[src/logic/wisc_cfg.svh]
// WISC core configuration
`ifndef WISC_CFG_SVH
`define WISC_CFG_SVH

// Instruction memory depth in 16-bit words
`define WISC_IMEM_WORDS 256

// Data memory depth in 16-bit words
`define WISC_DMEM_WORDS 256

// First fetch address after reset
`define WISC_RESET_PC 16'h0000

`endif

[src/logic/wiscPkg.sv]
// WISC core shared types
`default_nettype none

package wiscPkg;

    // Major opcode, instruction bits 15..11
    typedef enum logic [4:0] {
        OP_HALT        = 5'b00000,
        OP_NOP         = 5'b00001,
        OP_SIIC        = 5'b00010,  // Treated as NOP
        OP_RTI         = 5'b00011,  // Treated as NOP
        OP_J           = 5'b00100,
        OP_JR          = 5'b00101,
        OP_JAL         = 5'b00110,
        OP_JALR        = 5'b00111,
        OP_ADDI        = 5'b01000,
        OP_SUBI        = 5'b01001,
        OP_XORI        = 5'b01010,
        OP_ANDNI       = 5'b01011,
        OP_BEQZ        = 5'b01100,
        OP_BNEZ        = 5'b01101,
        OP_BLTZ        = 5'b01110,
        OP_BGEZ        = 5'b01111,
        OP_ST          = 5'b10000,
        OP_LD          = 5'b10001,
        OP_SLBI        = 5'b10010,
        OP_STU         = 5'b10011,
        OP_ROLI        = 5'b10100,
        OP_SLLI        = 5'b10101,
        OP_RORI        = 5'b10110,
        OP_SRLI        = 5'b10111,
        OP_LBI         = 5'b11000,
        OP_BTR         = 5'b11001,
        OP_RTYPE_SHIFT = 5'b11010,  // ROL SLL ROR SRL by func bits
        OP_RTYPE_ADD   = 5'b11011,  // ADD SUB XOR ANDN by func bits
        OP_SEQ         = 5'b11100,
        OP_SLT         = 5'b11101,
        OP_SLE         = 5'b11110,
        OP_SCO         = 5'b11111
    } opcodeE;

    // ALU operation, a is Rs and b is Rt or the immediate
    typedef enum logic [3:0] {
        ALU_ADD   = 4'd0,
        ALU_SUB   = 4'd1,   // b minus a
        ALU_XOR   = 4'd2,
        ALU_ANDN  = 4'd3,   // a and not b
        ALU_ROL   = 4'd4,
        ALU_SLL   = 4'd5,
        ALU_ROR   = 4'd6,
        ALU_SRL   = 4'd7,
        ALU_SEQ   = 4'd8,
        ALU_SLT   = 4'd9,
        ALU_SLE   = 4'd10,
        ALU_SCO   = 4'd11,
        ALU_BTR   = 4'd12,
        ALU_PASSB = 4'd13,
        ALU_SLBI  = 4'd14
    } aluOpE;

    typedef enum logic [2:0] {
        IMM_ZE5, IMM_SE5, IMM_ZE8, IMM_SE8, IMM_SE11
    } immSelE;

    typedef enum logic [1:0] {
        DST_RDI,    // Bits 7..5
        DST_RDR,    // Bits 4..2
        DST_RS,     // Bits 10..8
        DST_R7
    } dstSelE;

    typedef struct packed {
        logic   regWrite;
        logic   memEnable;
        logic   memWr;
        logic   aluSrcImm;  // ALU b from immediate
        logic   pc2Reg;     // Writeback pc+2
        logic   val2Reg;    // Writeback memory word
        logic   halt;
        logic   isBranch;
        logic   isJump;
        logic   jumpReg;    // Target from Rs+imm
        aluOpE  aluOp;
        immSelE immSel;
        dstSelE dstSel;
    } ctrlT;

    typedef struct packed {
        logic [15:0] instr;
        logic [15:0] pc;
    } fetchPktT;

    // Unused fields read as zero
    typedef struct packed {
        logic [15:0] pc;
        logic        regWrite;
        logic [2:0]  wrReg;
        logic [15:0] wrData;
        logic        memWrite;
        logic [15:0] memAddr;
        logic [15:0] memData;
        logic        halted;
    } retireT;

endpackage

`default_nettype wire

[src/logic/fetchBuffer.sv]
// Fetch to execute buffer
`timescale 1ns/10ps
`default_nettype none

module fetchBuffer (
    input  logic              clk,
    input  logic              rst,
    input  logic              fetchValid,
    input  wiscPkg::fetchPktT fetchPkt,
    input  logic              redirect,
    input  logic              halted,
    output logic              bufValid,
    output wiscPkg::fetchPktT bufPkt
);
    import wiscPkg::*;

    logic haltInBuf;

    // HALT now in execute, its successor must not follow it
    assign haltInBuf = bufValid && (bufPkt.instr[15:11] == OP_HALT);

    always_ff @(posedge clk) begin
        if (rst) begin
            bufValid <= 1'b0;
        end else begin
            bufValid <= fetchValid && !redirect && !halted && !haltInBuf;  // Wrong path dropped
        end
    end

    always_ff @(posedge clk) begin
        if (fetchValid) begin
            bufPkt <= fetchPkt;     // Payload only
        end
    end

    // Once execute has halted the buffer never holds an entry
    emptyWhenHalted: assert property (@(posedge clk) disable iff (rst) halted |-> !bufValid)
        else $error("buffer valid while core halted");

endmodule

`default_nettype wire

[config.mk]
export PLATFORM = sky130hd
export DESIGN_NAME = fetchBuffer
export DESIGN_NICKNAME = d
export VERILOG_FILES = /design/src/logic/wisc_cfg.svh /design/src/logic/wiscPkg.sv /design/src/logic/fetchBuffer.sv
export SDC_FILE = /design/constraint.sdc
export NUM_CORES = 1
export LEC_CHECK = 0
export BUFFER_PORTS_ARGS = -buffer_cell sky130_fd_sc_hd__buf_4
export CAP_MARGIN = 0
export CORE_ASPECT_RATIO = 0.8
export CORE_MARGIN = 3
export CORE_UTILIZATION = 35
export DETAILED_ROUTE_END_ITERATION = 6
export GPL_TIMING_DRIVEN = 0
export HOLD_SLACK_MARGIN = 0.02
export PLACE_DENSITY = 0.72
export SETUP_SLACK_MARGIN = 0.15
export SYNTH_ARGS = -nofsm -noshare
export SYNTH_HDL_FRONTEND = slang
export SYNTH_SLANG_ARGS = --single-unit
[constraint.sdc]
create_clock -name clk -period 0.8 [get_ports clk]
set_input_delay 0.16 -clock clk [delete_from_list [all_inputs] [get_ports clk]]
set_output_delay 0.16 -clock clk [all_outputs]
set_load 0.005 [all_outputs]
# Word-level counts from Yosys, hierarchy flattened
# Index checks and enable logic that the tools add are counted.
dict set report totals {
  wordCells 11
  inputBits 37
  register_bits 33
  out_inout_bits 33
}
dict set report op_classes {
  reduce_logical 8
}
# operator count
set op_table {}
lappend op_table {{logical NOT 5 bit} 1}
lappend op_table {{logical AND 1 bit} 4}
lappend op_table {{logical NOT 1 bit} 3}

# Longest topological paths before layout
dict set report depth {
  depth_word 4
  depth_mapped 2
  mapped_depth_nobuf 2
}

# Worst setup path before layout
# No wires, ideal clock.
dict set report synth_path {
  path_kind {register to register}
  startpoint {register bufPkt[28] in the netlist's numbering}
  endpoint {register bufValid}
  path_buffers 0
  setup_ps 127
  setup_slack_ps -70
  stages_incl_launch_ff 3
  required_time_ps 673
  synth_period_minus_slack_ps 870
  t_arrival_ps 743
  path_cell_list {edfxtp_1 -> nor4_1 -> a31oi_1}
}
dict set report synth_via {
  elab_chain_cells 4
}
# item line
set synth_rtl {}
lappend synth_rtl {{from (decl)} fetchBuffer.sv:13} ;# output wiscPkg::fetchPktT bufPkt
lappend synth_rtl {{from (signal assigned)} fetchBuffer.sv:32} ;# bufPkt <= fetchPkt;
lappend synth_rtl {{logical NOT 5 bit} fetchBuffer.sv:20} ;# assign haltInBuf = bufValid && (bufPkt.instr[15:11] == OP_HALT);
lappend synth_rtl {{logical AND 1 bit} fetchBuffer.sv:20}
lappend synth_rtl {{logical NOT 1 bit} fetchBuffer.sv:26} ;# bufValid <= fetchValid && !redirect && !halted && !haltInBuf;
lappend synth_rtl {{logical AND 1 bit} fetchBuffer.sv:26}
lappend synth_rtl {{to (signal assigned)} fetchBuffer.sv:26}
lappend synth_rtl {{to (decl)} fetchBuffer.sv:12} ;# output logic bufValid,
# Every way passes these cells.
# A chain may end at the register's enable or synchronous reset.

# Worst setup path after layout
dict set report layout_path {
  startpoint {register bufPkt[31] in the netlist's numbering}
  endpoint {output port bufPkt[31] in the netlist's numbering}
}
# No word-level cell between the ends.

==> run summary <==
outcome -> complete, but fails checks
failing checks -> negative hold slack, negative setup slack
final setup vio count -> 34
Final ANT Viol Nets -> 0
drt first pass iters -> 3
GRT Total Usage -> 0.148
fraction of layout cells with a size suffix above 1 -> 0.700
site row count -> 16
Routed WL -> 2.63 mm
Clock Skews -> 0.620 ps
max cap viols -> 0
worst r2r src -> bufPkt[29]
worst path bufs/invs -> 1
GP Congestion -> 0.585
Port-buffer cells -> 69
DRT iter0 DRCs -> 18
critical path launch point -> bufPkt[31]
I/O pin cnt -> 70
DRC -> 0
core area -> 0.00258 mm²
Netlist Area Pre-Place -> 0.00101 mm²
total negative slack -> -7320 ps
sequence of cells on the critical path -> buf_6
routed length per instance -> 16.8 µm
CP top delay family -> flip-flops
# diodes -> 0
Ys Warns -> 0
Final Hold Fails -> 8
Hold Crit Class -> in2reg
WS Path Type -> reg2out
CP max stage cell -> edfxtp_1
Yosys cell types -> 6
RSZ-0062 raised after global routing -> true
total gr overflow -> 0
fin worst setup slack -> -281 ps
H-tree Lvls -> 2
Slew @ Worst Pin -> 396 ps
Post-Syn Nets -> 74
crit-path max FO -> 2
required time of the critical path -> 640 ps
post-synthesis cell count -> 37
first-pass GRT wire length -> 3.48 mm
Mean Syn Cell Area -> 27.2 µm²
P&R area growth vs syn -> 72.3%
number of antenna violations at the first check in global routing -> 0
Max Slew Vio Count -> 0
LEAKAGE -> 0.745 nW
Seq/Total Area, Yosys -> 0.974
Yosys reg bits -> 33
Clock transition at path regs -> 100 ps
Cell Pwr Density -> 1970 mW/mm²
Setup crit start kind -> register
Max Root-Sink Buffers -> 2
Final nets -> 156
Vias -> 698
DP Area -> 0.00157 mm²
DR vias/cell -> 4.47
CP max stage delay -> 440 ps
initial core utilization -> 0.390
fin util -> 0.672
Root Driver -> clkbuf_4
Period minus WS final -> 1080 ps
kind of end point of the critical path -> output pin
Finished Cell Area -> 0.00174 mm²
# clock sinks -> 33
Worst EP arrival -> 920 ps
DIE AREA -> 0.00356 mm²
width of the die -> 66.0 µm
vias in the first global route -> 706
FMAX -> 0.925 GHz
Clock Latency Late Sink -> 330 ps
largest net degree at the start of global routing -> 34
fill cell count -> 185
HP Start -> fetchPkt[2]
TritonCTS clock tree -> yes
die height -> 54.0 µm
CTS Buf Count -> 5
Tcrit/Tclk final -> 1.35
VDD IR-drop max -> 1290 µV
Worst Hold Slack -> -3.26 ps
slew margin rel. -> 0.736
## power breakdown
group          internal [mW]  total (mW)  leakage [nW]  switching, mW
combinational          0.315       0.460         0.391          0.145
clock                  0.334       0.870        0.0320          0.535
sequential              2.04        2.10         0.322         0.0542
total                   2.69        3.43         0.745          0.734
## per-stage QoR
| step | worst slack [ps] | total power [mW] | cells |
|---|---|---|---|
| final | -281 | 3.43 | 156 |
| after global routing | -309 | 3.57 | 156 |
| after CTS | -283 | 3.38 | 153 |
| after detailed placement | -437 | 2.51 | 142 |
| after global placement | -400 | 2.49 | 142 |
| after floorplan | -65.6 | 2.14 | 37 |
## flip-flops by register name, summed over array words and instances (netlist names)
| register | count |
|---|---|
| bufValid | 1 |
| bufPkt | 32 |
## cell usage after synthesis
library cell,count,area [µm²]
inv_1,1,3.75
nor4_1,1,6.26
dfxtp_1,1,20.0
a31oi_1,1,6.26
edfxtp_1,32,961
or4b_1,1,10.0
## routing by layer
| layer | up-vias | GRT usage | routed length, µm | share of wire |
|---|---|---|---|---|
| met4 | 0 | 0.111 | 43 | 0.016 |
| met3 | 6 | 0.0731 | 349 | 0.13 |
| met1 | 329 | 0.134 | 894 | 0.34 |
| li1 | 315 | - | - | - |
| met2 | 48 | 0.260 | 1340 | 0.51 |
| met5 | - | 0 | 0 | 0 |
## area by class of cell
class / count / area (µm²) / share of cell area
timing repair buffer: 75 / 616 / 0.355
clock inverter: 2 / 10.0 / 0.00577
tap: 36 / 45.0 / 0.0260
clock buffer: 6 / 41.3 / 0.0238
sequential: 33 / 982 / 0.566
multi-input combinational: 3 / 37.5 / 0.0216
inverter: 1 / 3.75 / 0.00216
## path summary, 6_finish.rpt
kind                                    to  cells after the start  slack (ps)
worst min register to register    bufValid                      2         550
worst min-delay path             bufPkt[2]                      1          -3
worst max register to register    bufValid                      3        -250
worst max-delay path            bufPkt[31]                      1        -280
## cells by family after synthesis
family | Yosys count | share of synthesized area
AOI/OAI and AO/OA | 1 | 0.00622
buffers and inverters | 1 | 0.00372
DFF | 33 | 0.974
and+or+nand+nor | 2 | 0.0162
## placed cells by master, fill, tap and decap left out
cell,n
or4b_1,1
inv_1,1
dfxtp_2,1
a31oi_1,1
clkbuf_1,1
edfxtp_1,32
nor4_4,1
buf_4,61
buf_6,14
clkbuf_4,5
clkinv_2,2
## timing repair
item | CTS | global route
setup buffers | 3 | 3
resized for setup | 2 | 15
pin swaps | 0 | 2
setup endpoints to repair | 34 | 34
endpoints found under the hold margin | 32 | 32
Note: power is estimated with default switching activity, not from simulation.
