**src/logic/wisc_cfg.svh**
```systemverilog
// WISC core configuration
`ifndef WISC_CFG_SVH
`define WISC_CFG_SVH

// Instruction memory depth in 16-bit words
`define WISC_IMEM_WORDS 256

// Data memory depth in 16-bit words
`define WISC_DMEM_WORDS 256

// First fetch address after reset
`define WISC_RESET_PC 16'h0000

`endif

```
**src/logic/wiscPkg.sv**
```systemverilog
// WISC core shared types
`default_nettype none

package wiscPkg;

    // Major opcode, instruction bits 15..11
    typedef enum logic [4:0] {
        OP_HALT        = 5'b00000,
        OP_NOP         = 5'b00001,
        OP_SIIC        = 5'b00010,  // Treated as NOP
        OP_RTI         = 5'b00011,  // Treated as NOP
        OP_J           = 5'b00100,
        OP_JR          = 5'b00101,
        OP_JAL         = 5'b00110,
        OP_JALR        = 5'b00111,
        OP_ADDI        = 5'b01000,
        OP_SUBI        = 5'b01001,
        OP_XORI        = 5'b01010,
        OP_ANDNI       = 5'b01011,
        OP_BEQZ        = 5'b01100,
        OP_BNEZ        = 5'b01101,
        OP_BLTZ        = 5'b01110,
        OP_BGEZ        = 5'b01111,
        OP_ST          = 5'b10000,
        OP_LD          = 5'b10001,
        OP_SLBI        = 5'b10010,
        OP_STU         = 5'b10011,
        OP_ROLI        = 5'b10100,
        OP_SLLI        = 5'b10101,
        OP_RORI        = 5'b10110,
        OP_SRLI        = 5'b10111,
        OP_LBI         = 5'b11000,
        OP_BTR         = 5'b11001,
        OP_RTYPE_SHIFT = 5'b11010,  // ROL SLL ROR SRL by func bits
        OP_RTYPE_ADD   = 5'b11011,  // ADD SUB XOR ANDN by func bits
        OP_SEQ         = 5'b11100,
        OP_SLT         = 5'b11101,
        OP_SLE         = 5'b11110,
        OP_SCO         = 5'b11111
    } opcodeE;

    // ALU operation, a is Rs and b is Rt or the immediate
    typedef enum logic [3:0] {
        ALU_ADD   = 4'd0,
        ALU_SUB   = 4'd1,   // b minus a
        ALU_XOR   = 4'd2,
        ALU_ANDN  = 4'd3,   // a and not b
        ALU_ROL   = 4'd4,
        ALU_SLL   = 4'd5,
        ALU_ROR   = 4'd6,
        ALU_SRL   = 4'd7,
        ALU_SEQ   = 4'd8,
        ALU_SLT   = 4'd9,
        ALU_SLE   = 4'd10,
        ALU_SCO   = 4'd11,
        ALU_BTR   = 4'd12,
        ALU_PASSB = 4'd13,
        ALU_SLBI  = 4'd14
    } aluOpE;

    typedef enum logic [2:0] {
        IMM_ZE5, IMM_SE5, IMM_ZE8, IMM_SE8, IMM_SE11
    } immSelE;

    typedef enum logic [1:0] {
        DST_RDI,    // Bits 7..5
        DST_RDR,    // Bits 4..2
        DST_RS,     // Bits 10..8
        DST_R7
    } dstSelE;

    typedef struct packed {
        logic   regWrite;
        logic   memEnable;
        logic   memWr;
        logic   aluSrcImm;  // ALU b from immediate
        logic   pc2Reg;     // Writeback pc+2
        logic   val2Reg;    // Writeback memory word
        logic   halt;
        logic   isBranch;
        logic   isJump;
        logic   jumpReg;    // Target from Rs+imm
        aluOpE  aluOp;
        immSelE immSel;
        dstSelE dstSel;
    } ctrlT;

    typedef struct packed {
        logic [15:0] instr;
        logic [15:0] pc;
    } fetchPktT;

    // Unused fields read as zero
    typedef struct packed {
        logic [15:0] pc;
        logic        regWrite;
        logic [2:0]  wrReg;
        logic [15:0] wrData;
        logic        memWrite;
        logic [15:0] memAddr;
        logic [15:0] memData;
        logic        halted;
    } retireT;

endpackage

`default_nettype wire

```
**src/logic/alu.sv**
```systemverilog
// WISC ALU
`timescale 1ns/10ps
`default_nettype none

module alu (
    input  wiscPkg::aluOpE op,
    input  logic [15:0]    a,       // Rs
    input  logic [15:0]    b,       // Rt or immediate
    output logic [15:0]    result
);
    import wiscPkg::*;

    logic [3:0]  shAmt;
    logic [16:0] sum;
    logic [15:0] diff;
    logic [31:0] rolWide;
    logic [31:0] rorWide;
    logic [15:0] reversed;

    assign shAmt   = b[3:0];                    // Low 4 bits only
    assign sum     = {1'b0, a} + {1'b0, b};     // Bit 16 is carry out
    assign diff    = b - a;                     // WISC subtract order
    assign rolWide = {a, a} << shAmt;           // Upper half rotated left
    assign rorWide = {a, a} >> shAmt;           // Lower half rotated right

    always_comb begin
        for (int i = 0; i < 16; i++) begin
            reversed[i] = a[15-i];
        end
    end

    always_comb begin
        case (op)
            ALU_ADD:   result = sum[15:0];
            ALU_SUB:   result = diff;
            ALU_XOR:   result = a ^ b;
            ALU_ANDN:  result = a & ~b;
            ALU_ROL:   result = rolWide[31:16];
            ALU_SLL:   result = a << shAmt;
            ALU_ROR:   result = rorWide[15:0];
            ALU_SRL:   result = a >> shAmt;
            ALU_SEQ:   result = {15'd0, a == b};
            ALU_SLT:   result = {15'd0, $signed(a) < $signed(b)};
            ALU_SLE:   result = {15'd0, $signed(a) <= $signed(b)};
            ALU_SCO:   result = {15'd0, sum[16]};
            ALU_BTR:   result = reversed;
            ALU_PASSB: result = b;                      // LBI
            ALU_SLBI:  result = {a[7:0], 8'h00} | b;    // Shift in low byte
            default:   result = 16'h0000;
        endcase
    end

endmodule

`default_nettype wire

```
**src/logic/control.sv**
```systemverilog
// WISC instruction decoder
`timescale 1ns/10ps
`default_nettype none

module control (
    input  logic [15:0]   instr,
    input  logic          zFlag,        // Rs is zero
    input  logic          sFlag,        // Rs is negative
    output wiscPkg::ctrlT ctrl,
    output logic          takeBranch
);
    import wiscPkg::*;

    opcodeE op;

    assign op = opcodeE'(instr[15:11]);

    always_comb begin
        ctrl.regWrite  = 1'b0;
        ctrl.memEnable = 1'b0;
        ctrl.memWr     = 1'b0;
        ctrl.aluSrcImm = 1'b0;
        ctrl.pc2Reg    = 1'b0;
        ctrl.val2Reg   = 1'b0;
        ctrl.halt      = 1'b0;
        ctrl.isBranch  = 1'b0;
        ctrl.isJump    = 1'b0;
        ctrl.jumpReg   = 1'b0;
        ctrl.aluOp     = ALU_ADD;
        ctrl.immSel    = IMM_ZE5;
        ctrl.dstSel    = DST_RDI;
        takeBranch     = 1'b0;
        unique case (op)
            OP_HALT: ctrl.halt = 1'b1;
            OP_NOP, OP_SIIC, OP_RTI: ctrl.halt = 1'b0;  // No effect
            OP_ADDI, OP_SUBI, OP_XORI, OP_ANDNI, OP_ROLI, OP_SLLI, OP_RORI, OP_SRLI: begin
                ctrl.regWrite  = 1'b1;
                ctrl.aluSrcImm = 1'b1;
                ctrl.aluOp     = aluOpE'({instr[15], instr[12:11]});  // Low opcode bits map to ALU
                ctrl.immSel    = (instr[15] || instr[12]) ? IMM_ZE5 : IMM_SE5;  // ADDI SUBI signed
            end
            OP_ST, OP_LD, OP_STU: begin
                ctrl.memEnable = 1'b1;
                ctrl.memWr     = (op != OP_LD);
                ctrl.regWrite  = (op != OP_ST);
                ctrl.val2Reg   = (op == OP_LD);     // LD returns memory word
                ctrl.aluSrcImm = 1'b1;              // Address Rs+imm
                ctrl.immSel    = IMM_SE5;
                ctrl.dstSel    = (op == OP_STU) ? DST_RS : DST_RDI;  // STU updates base
            end
            OP_BTR: begin
                ctrl.regWrite = 1'b1;
                ctrl.aluOp    = ALU_BTR;
                ctrl.dstSel   = DST_RDR;
            end
            OP_RTYPE_ADD, OP_RTYPE_SHIFT: begin
                ctrl.regWrite = 1'b1;
                ctrl.aluOp    = aluOpE'({1'b0, instr[11] ? 1'b0 : 1'b1, instr[1:0]});
                ctrl.dstSel   = DST_RDR;
            end
            OP_SEQ, OP_SLT, OP_SLE, OP_SCO: begin
                ctrl.regWrite = 1'b1;
                ctrl.aluOp    = aluOpE'({2'b10, instr[12:11]});
                ctrl.dstSel   = DST_RDR;
            end
            OP_BEQZ, OP_BNEZ, OP_BLTZ, OP_BGEZ: begin
                ctrl.isBranch = 1'b1;
                ctrl.immSel   = IMM_SE8;
                unique case (instr[12:11])
                    2'b00: takeBranch = zFlag;      // BEQZ
                    2'b01: takeBranch = !zFlag;     // BNEZ
                    2'b10: takeBranch = sFlag;      // BLTZ
                    2'b11: takeBranch = !sFlag;     // BGEZ
                endcase
            end
            OP_LBI, OP_SLBI: begin
                ctrl.regWrite  = 1'b1;
                ctrl.aluSrcImm = 1'b1;
                ctrl.aluOp     = (op == OP_LBI) ? ALU_PASSB : ALU_SLBI;
                ctrl.immSel    = (op == OP_LBI) ? IMM_SE8 : IMM_ZE8;
                ctrl.dstSel    = DST_RS;
            end
            OP_J, OP_JAL, OP_JR, OP_JALR: begin
                ctrl.isJump    = 1'b1;
                ctrl.jumpReg   = instr[11];         // JR JALR
                ctrl.aluSrcImm = 1'b1;              // Rs+imm target in ALU
                ctrl.immSel    = instr[11] ? IMM_SE8 : IMM_SE11;
                ctrl.regWrite  = instr[12];         // Link forms
                ctrl.pc2Reg    = instr[12];
                ctrl.dstSel    = DST_R7;
            end
            default: ctrl.halt = 1'b0;              // Unknown word decodes as NOP
        endcase
    end

endmodule

`default_nettype wire

```
**src/logic/executeUnit.sv**
```systemverilog
// WISC execute stage
`timescale 1ns/10ps
`default_nettype none
`include "wisc_cfg.svh"

module executeUnit (
    input  logic              clk,
    input  logic              rst,
    input  logic              bufValid,
    input  wiscPkg::fetchPktT bufPkt,
    output logic              redirect,
    output logic [15:0]       redirectPc,
    output logic              halted,
    output logic              retireValid,
    output wiscPkg::retireT   retire
);
    import wiscPkg::*;

    localparam int dmemAddrBits = $clog2(`WISC_DMEM_WORDS);

    ctrlT        ctrl;
    logic        takeBranch;
    logic [15:0] instr;
    logic [15:0] pcPlus2;
    logic [15:0] imm;
    logic [15:0] rsData;
    logic [15:0] rtData;        // Rt, or Rd for stores
    logic [15:0] aluB;
    logic [15:0] aluResult;
    logic [15:0] memRdData;
    logic [15:0] wrData;
    logic [2:0]  wrReg;
    logic        regWe;
    logic        memWe;
    logic [15:0] dmem [`WISC_DMEM_WORDS];

    assign instr   = bufPkt.instr;
    assign pcPlus2 = bufPkt.pc + 16'd2;

    control decode (.instr(instr), .zFlag(rsData == 16'h0000), .sFlag(rsData[15]),
                    .ctrl(ctrl), .takeBranch(takeBranch));

    always_comb begin
        case (ctrl.immSel)
            IMM_ZE5:  imm = {11'd0, instr[4:0]};
            IMM_SE5:  imm = {{11{instr[4]}}, instr[4:0]};
            IMM_ZE8:  imm = {8'd0, instr[7:0]};
            IMM_SE8:  imm = {{8{instr[7]}}, instr[7:0]};
            IMM_SE11: imm = {{5{instr[10]}}, instr[10:0]};
            default:  imm = 16'h0000;
        endcase
        unique case (ctrl.dstSel)
            DST_RDI: wrReg = instr[7:5];
            DST_RDR: wrReg = instr[4:2];
            DST_RS:  wrReg = instr[10:8];
            DST_R7:  wrReg = 3'd7;          // Link register
        endcase
    end

    assign regWe = bufValid && ctrl.regWrite;
    assign memWe = bufValid && ctrl.memEnable && ctrl.memWr;

    regFile regs (.clk(clk), .rst(rst), .rdAddrA(instr[10:8]), .rdAddrB(instr[7:5]),
                  .wrEn(regWe), .wrAddr(wrReg), .wrData(wrData),
                  .rdDataA(rsData), .rdDataB(rtData));

    assign aluB = ctrl.aluSrcImm ? imm : rtData;

    alu aluInst (.op(ctrl.aluOp), .a(rsData), .b(aluB), .result(aluResult));

    assign memRdData = dmem[aluResult[dmemAddrBits:1]];     // LD reads combinationally

    always_ff @(posedge clk) begin
        if (memWe) begin
            dmem[aluResult[dmemAddrBits:1]] <= rtData;      // ST and STU
        end
    end

    // Link value, then memory, then ALU
    assign wrData = ctrl.pc2Reg ? pcPlus2 : (ctrl.val2Reg ? memRdData : aluResult);

    assign redirect   = bufValid && ((ctrl.isBranch && takeBranch) || ctrl.isJump);
    assign redirectPc = ctrl.jumpReg ? aluResult : pcPlus2 + imm;  // Rs+imm or relative

    always_ff @(posedge clk) begin
        if (rst) begin
            halted      <= 1'b0;
            retireValid <= 1'b0;
        end else begin
            halted      <= halted || (bufValid && ctrl.halt);   // Sticky until reset
            retireValid <= bufValid;
        end
    end

    always_ff @(posedge clk) begin
        if (bufValid) begin
            retire.pc       <= bufPkt.pc;
            retire.regWrite <= ctrl.regWrite;
            retire.wrReg    <= ctrl.regWrite ? wrReg : 3'd0;
            retire.wrData   <= ctrl.regWrite ? wrData : 16'h0000;
            retire.memWrite <= ctrl.memWr;
            retire.memAddr  <= ctrl.memWr ? aluResult : 16'h0000;
            retire.memData  <= ctrl.memWr ? rtData : 16'h0000;
            retire.halted   <= ctrl.halt;
        end
    end

endmodule

`default_nettype wire

```
**src/logic/regFile.sv**
```systemverilog
// WISC register file
`timescale 1ns/10ps
`default_nettype none

module regFile (
    input  logic        clk,
    input  logic        rst,
    input  logic [2:0]  rdAddrA,
    input  logic [2:0]  rdAddrB,
    input  logic        wrEn,
    input  logic [2:0]  wrAddr,
    input  logic [15:0] wrData,
    output logic [15:0] rdDataA,
    output logic [15:0] rdDataB
);
    logic [15:0] regs [8];  // R0 is writable

    assign rdDataA = regs[rdAddrA];     // Old value until the edge
    assign rdDataB = regs[rdAddrB];

    always_ff @(posedge clk) begin
        if (rst) begin
            for (int i = 0; i < 8; i++) begin
                regs[i] <= 16'h0000;
            end
        end else if (wrEn) begin
            regs[wrAddr] <= wrData;
        end
    end

    // Destination comes from decode of the buffered word
    wrAddrKnown: assert property (@(posedge clk) disable iff (rst) wrEn |-> !$isunknown(wrAddr))
        else $error("register write with unknown address");

endmodule

`default_nettype wire

```
**config.mk**
```make
export PLATFORM = sky130hd
export DESIGN_NAME = executeUnit
export DESIGN_NICKNAME = d
export VERILOG_FILES = /design/src/logic/wiscPkg.sv /design/src/logic/alu.sv /design/src/logic/control.sv /design/src/logic/executeUnit.sv /design/src/logic/regFile.sv
export VERILOG_INCLUDE_DIRS = /design/src /design/src/logic
export SDC_FILE = /design/constraint.sdc
export NUM_CORES = 2
export LEC_CHECK = 0
export BUFFER_PORTS_ARGS = -buffer_cell sky130_fd_sc_hd__buf_2
export CAP_MARGIN = 20
export CORE_ASPECT_RATIO = 0.9
export CORE_UTILIZATION = 35
export CTS_BUF_LIST = sky130_fd_sc_hd__clkbuf_8
export CTS_CLUSTER_SIZE = 8
export DETAILED_ROUTE_END_ITERATION = 8
export GPL_TIMING_DRIVEN = 0
export PLACE_DENSITY = 0.53
export SLEW_MARGIN = 15
export SYNTH_ARGS = -nofsm -noshare
export SYNTH_HDL_FRONTEND = slang
export SYNTH_HIERARCHICAL = 1
export SYNTH_MEMORY_MAX_BITS = 65536
export SYNTH_SLANG_ARGS = --single-unit
```
**constraint.sdc**
```tcl
create_clock -name clk -period 11.74 [get_ports clk]
set_clock_uncertainty 0.2 [all_clocks]
set_input_delay 0.587 -clock clk [delete_from_list [all_inputs] [get_ports clk]]
set_output_delay 0.587 -clock clk [all_outputs]
set_load 0.03 [all_outputs]
```
# [After elaboration in Yosys (flattened, before gate mapping)]
# Memory sizes are Yosys's and may differ from the RTL's.
# Index checks and enable logic that the tools add are counted.
[classes] n_reduce_logical=28 mux=36 addsub=4 shift=4 eq_ne=55 n_bitwise=4 order_cmp=2
[op_table] operator="$pmux W16 S15" n=1
[op_table] operator="$eq A5 B5 Y1 const B" n=16
[op_table] operator="$mux W16" n=5
[op_table] operator="$pmux W16 S5" n=1
[op_table] operator="$eq A5 B4 Y1 const B" n=8
[op_table] operator="$reduce_or A17 Y1" n=2
[op_table] operator="$shl A32 B4 Y32" n=1
[op_table] operator="$shr A32 B4 Y16" n=1
[op_table] operator="$eq A4 B4 Y1 const B" n=7
[op_table] operator="$eq A5 B3 Y1 const B" n=4
[op_table] operator="$pmux W4 S5" n=1
[op_table] operator="$add A16 B16 Y17" n=1
[op_table] operator="$mux W1" n=17
[op_table] operator="$add A16 B16 Y16" n=1
[op_table] operator="$add A16 B2 Y16 const B" n=1
[op_table] operator="$and A16 B16 Y16" n=1
[op_table] operator="$eq A16 B16 Y1" n=1
[op_table] operator="$eq A4 B3 Y1 const B" n=4
[op_table] operator="$le A16 B16 Y1" n=1
[op_table] operator="$logic_not A16 Y1" n=1
[op_table] operator="$lt A16 B16 Y1" n=1
[op_table] operator="$not A16 Y16" n=1
[op_table] operator="$or A16 B16 Y16" n=1
[op_table] operator="$reduce_or A16 Y1" n=1
[op_table] operator="other kinds (31)" n=54
[totals] ramBits=4224 word_cells=145 in_bits=35 memories=2 ff_bits=72 out_inout_bits=89
[mem_list] name="dmem" depth=256 word_bits=16 read_ports=1 rd_clocked_by_memory_dff=0 wr=1 line_no="executeUnit.sv:35" rtl="logic [15:0] dmem [`WISC_DMEM_WORDS];"
[mem_list] name="regs.regs" depth=8 word_bits=16 read_ports=2 rd_clocked_by_memory_dff=0 wr=8 line_no="regFile.sv:16" rtl="logic [15:0] regs [8];"

# [Logic depth before layout (Yosys ltp)]
# An unclocked memory read counts as a cell.
[depth] depth_word=13 ltp_mapped=35 depth_no_buf=25

# [By module]
# Netlist, hierarchy kept.
[by_module_without_submodules] module="executeUnit" area_each_um2=162056.7 n_inst=1 cells_per_inst=7658
[by_module_without_submodules] module="regFile" area_each_um2=6974.2 n_inst=1 cells_per_inst=430
[by_module_without_submodules] module="alu" area_each_um2=5255.0 n_inst=1 cells_per_inst=761
[by_module_without_submodules] module="control" area_each_um2=394.1 n_inst=1 cells_per_inst=64

# [Least setup slack after synthesis]
# OpenSTA, ideal clock, no wires.
[synth_timing] path_type="input port to flip-flop" start="in bufPkt[21] (netlist name)" end="mem regs.regs[0][3], data pin" required_ns=11.382 n_path_buf=9 stages=28 slack_ns=3.019 t_arrival_ns=8.364 path_cell_list="buf_6 > buf_6 > mux4_1 > mux2_2 > mux2_2 > buf_6 > buf_6 > buf_4 > inv_1 > fa_1 > o21ba_2 > or4_1 > and4b_1 > or2_0 > a221o_1 > a211o_1 > buf_2 > buf_2 > buf_2 > buf_2 > nor3b_1 > o21ai_0 > nor4_1 > a21oi_1 > and4b_1 > a211oi_1 > clkinv_1 > nor3_1"
[synth_rtl] item="start, declared" line_no="executeUnit.sv:10" rtl="input wiscPkg::fetchPktT bufPkt,"
[synth_rtl] item="end, declared" line_no="regFile.sv:16"

==> impl_metrics.py <==
metrics = {
    "logic_synthesis": {
        "synthesized_net_count": 9014,
        "summed_instance_area_of_the_synthesized_netlist_sq_mm": 0.175,
        "yosys_most_used_dff": "sky130_fd_sc_hd__edfxtp_1",
        "ys_seq_area_share_pct": 73.8,
        "synth-warning-count": 6,
        "synth_edf_count": 4294,
        "synth_cells": 8913,
        "yosys_register_bits": 4296,
        "synth.avg_cell_area_sq_um": 19.6,
        "synth.lib_cells_used.distinct": 99,
        "synth_async_sr_flop_share_pct": 0,
    },
    "setup_path": {
        "end_kind": "flip-flop",
        "timing.critical_path.slowest_cell_delay_ns": 0.85,
        "timing.setup.critical_path_class": "primary input to flip-flop",
        "critPathRequiredTime_ns": 12.50,
        "worstPathArrival_ns": 12.85,
        "crit_path_frequent_cell": "sky130_fd_sc_hd__buf_4",
        "worst-path-max-fanout": 16,
        "worstSetupStartpointType": "primary input",
        "worst_path_max_delay_cell": "sky130_fd_sc_hd__nor2_4",
    },
    "floorplan": {
        "coreArea_sq_mm": 0.496,
        "initial_utilization_pct": 35.2,
        "ios": 124,
        "dieArea_sq_mm": 0.502,
        "num_rows": 245,
        "floorplan.die.width_microns": 747,
        "die_h_microns": 672,
    },
    "finish": {
        "layout_common_cells": "4,294 x sky130_fd_sc_hd__edfxtp_1, 854 x sky130_fd_sc_hd__mux4_2, 717 x sky130_fd_sc_hd__clkbuf_8, 496 x sky130_fd_sc_hd__mux2i_1, 332 x sky130_fd_sc_hd__inv_1",
        "mostFrequentLayoutCell": "sky130_fd_sc_hd__edfxtp_1",
        "area.growth.synth_to_final_pct": 18.2,
        "final_net_count": 10300,
        "drive_gt1_share_pct": 28.6,
        "final_area_sq_mm": 0.206,
    },
    "power": {
        "worst_ir_drop_vdd_v": 0.000165,
        "pwr_density_cell_mw_per_mm2": 220,
        "total_power_mw": 45.4,
        "total_leakage_power_nw": 66.2,
    },
    "place": {
        "detailed_place.area_sq_mm": 0.193,
        "place_congestion": 1.05,
        "buffer_ports.inserted": 119,
        "placement.setup.worst_slack_ns": -2.63,
        "dpl.hpwl_mm": 639,
    },
    "timing": {
        "post-route-period-util_pct": 103,
        "timing.final.hold_violations": 0,
        "setup_viol_count_final": 558,
        "timing_worst_slew_pin_value_ns": 1.47,
        "slew_headroom_pct": 2.22,
        "fmax_mhz": 82.8,
        "timing.final.crit_period_ns": 12.08,
        "timing.final.max_slew_violations": 0,
        "setup_repair_after_global_routing_missed_its_margin": "yes",
        "setup_slack_ns": -0.343,
    },
    "clock_tree": {
        "cts_sinks": 4296,
        "cts-root-buf": "sky130_fd_sc_hd__clkbuf_8",
        "clock_pin_slew_on_the_worst_setup_and_hold_paths_ns": 0.06,
        "numCtsBuffers": 709,
        "cts-root-to-sink-buffers": 4,
        "htree_levels": 6,
        "cts_tree": "yes",
        "clkLatencyLatePin_ns": 1.40,
    },
    "outcome": {
        "failed_checks": "setup timing",
        "run_status": "complete, but fails checks",
    },
    "grt": {
        "grt_start_max_net_pins": 115,
        "grt_first_pass_wirelength_mm": 1140,
        "grt_antenna_before_repair": 133,
        "via_count_of_the_first_global_routing_pass": 104000,
        "grt_overflow_total": 0,
        "track_usage_pct": 35.6,
    },
    "drt": {
        "post_drt_via_cell_ratio": 6.56,
        "routed_wl_mm": 918,
        "antenna_violating_nets_post_route": 0,
        "detail_route.drc_violations": 0,
        "wl_per_cell_microns": 53.1,
        "total_number_of_vias": 113000,
        "detail_route.iter0.violations": 22900,
        "drt-pass1-iter-count": 6,
    },
    "min_path": {
        "hold_path.class": "primary input to flip-flop",
    },
    "flow_run": {
        "max_cap_viols": 0,
    },
}
## final cells by class
type | instances | area (sq um)
fillers | 43700 | 290000
flip-flops and latches | 4296 | 129000
multi-input cells | 3945 | 44600
clock buffers | 713 | 9810
well taps | 6545 | 8190
repair buffers | 529 | 8020
plain buffers | 581 | 3640
clock inverters | 521 | 2710
inverters | 89 | 338
diodes | 62 | 155
## cell families after synthesis
logic type	Yosys count	synth area share, %
multiplexers	1507	15.4
buffers and inverters	672	2.14
AO/OA/AOI/OAI	1055	4.30
flip-flops	4296	73.8
AND/OR/NAND/NOR	1285	3.66
XOR/XNOR	32	0.160
adder cells (fa/ha/maj)	66	0.486
## worst max-delay path: cells and delay by family
family                     cells  cell delay, ns
buffers and inverters         14            5.72
and+or+nand+nor                8            3.71
AOI/OAI and AO/OA              6            1.52
adders and majority gates      2            0.69
muxes                          1            0.34
## through the flow
step	cells	setup TNS, ns	util, %	hold slack, ns
finish	17300	-97.40	41.6	0.157
CTS	17200	0	41.5	0.0654
global route	17200	-0.0761	41.6	0.160
floorplan	8913	0	-	0.418
global placement	15600	-	37.0	0.260
detailed placement	15900	-6072.03	38.9	0.262
## where the power goes
group | internal (mW) | switching [mW]
logic | 3.79 | 11.9
clock network | 5.85 | 6.52
registers | 17.3 | 0.0212
## synth_stat cells (11+ instances only)
library cell | instances | area [sq um]
sky130_fd_sc_hd__edfxtp_1 | 4294 | 129000
sky130_fd_sc_hd__mux4_2 | 854 | 19200
sky130_fd_sc_hd__mux2i_1 | 498 | 4980
sky130_fd_sc_hd__nor2_1 | 389 | 1460
sky130_fd_sc_hd__a22oi_1 | 335 | 2510
sky130_fd_sc_hd__clkbuf_1 | 234 | 878
sky130_fd_sc_hd__nand2_1 | 217 | 815
sky130_fd_sc_hd__nor3_1 | 187 | 936
sky130_fd_sc_hd__a21oi_1 | 142 | 711
sky130_fd_sc_hd__buf_2 | 135 | 676
sky130_fd_sc_hd__nand3_1 | 134 | 671
sky130_fd_sc_hd__o21ai_0 | 113 | 566
sky130_fd_sc_hd__mux2_2 | 90 | 1010
sky130_fd_sc_hd__buf_6 | 87 | 980
sky130_fd_sc_hd__buf_4 | 73 | 548
sky130_fd_sc_hd__inv_1 | 70 | 263
sky130_fd_sc_hd__ha_1 | 63 | 788
sky130_fd_sc_hd__mux4_1 | 63 | 1660
sky130_fd_sc_hd__and2_1 | 60 | 375
sky130_fd_sc_hd__o22ai_1 | 53 | 332
sky130_fd_sc_hd__nand4_1 | 51 | 319
sky130_fd_sc_hd__a31oi_1 | 50 | 313
sky130_fd_sc_hd__a211oi_1 | 48 | 360
sky130_fd_sc_hd__a221oi_1 | 46 | 403
sky130_fd_sc_hd__buf_1 | 42 | 158
sky130_fd_sc_hd__a22o_1 | 41 | 359
sky130_fd_sc_hd__nor2b_1 | 32 | 200
sky130_fd_sc_hd__o211ai_1 | 31 | 233
sky130_fd_sc_hd__and3_1 | 30 | 188
sky130_fd_sc_hd__nand2b_1 | 29 | 181
sky130_fd_sc_hd__nor4_1 | 23 | 144
sky130_fd_sc_hd__clkinv_1 | 19 | 71.3
sky130_fd_sc_hd__or3_1 | 19 | 119
sky130_fd_sc_hd__xnor2_1 | 19 | 166
sky130_fd_sc_hd__a32oi_1 | 16 | 140
sky130_fd_sc_hd__nor3b_1 | 15 | 113
sky130_fd_sc_hd__o21a_1 | 15 | 113
sky130_fd_sc_hd__o21bai_1 | 15 | 113
sky130_fd_sc_hd__or2_2 | 15 | 93.8
sky130_fd_sc_hd__o32ai_1 | 14 | 123
sky130_fd_sc_hd__a2111oi_0 | 13 | 114
sky130_fd_sc_hd__xor2_1 | 13 | 114
sky130_fd_sc_hd__a211o_1 | 12 | 105
sky130_fd_sc_hd__a21o_1 | 11 | 82.6
## state kept, by name, summed over array words and instances, names as in the netlist
signal and count:
retireValid 1, halted 1, retire 70, regs/regs 128, dmem 4096
## layer usage
layer | wire, microns | GRT usage, % | vias to the layer above
li1 | - | - | 39900
met1 | 334000 | 45.2 | 60800
met2 | 367000 | 48.2 | 10500
met3 | 147000 | 17.7 | 2127
met4 | 68400 | 22.1 | 58
met5 | 981 | 1.03 | -
## what timing repair did
item | CTS | global route
hold buffers | 51 | 0
gates resized for setup | 26 | 18
pin swaps | 0 | 4
endpoints found under the hold margin | 249 | 0
buffers inserted | 0 | 3
endpoints found under the setup margin | 3150 | 155
## path summary, 6_finish.rpt
path / slack, ns / to / cells past startpoint / from
worst min register to register: 0.83 / halted$_SDFF_PP0_ / 3 / halted$_SDFF_PP0_
worst max-delay path: -0.34 / dmem[207][5]$_DFFE_PP_ / 31 / bufPkt[30]
worst max register to register: -0.32 / dmem[207][5]$_DFFE_PP_ / 25 / regs/regs[4][0]$_SDFFCE_PN0P_
worst min-delay path: 0.16 / retire[55]$_DFFE_PP_ / 2 / bufValid
(Power assumes the default switching activity.)
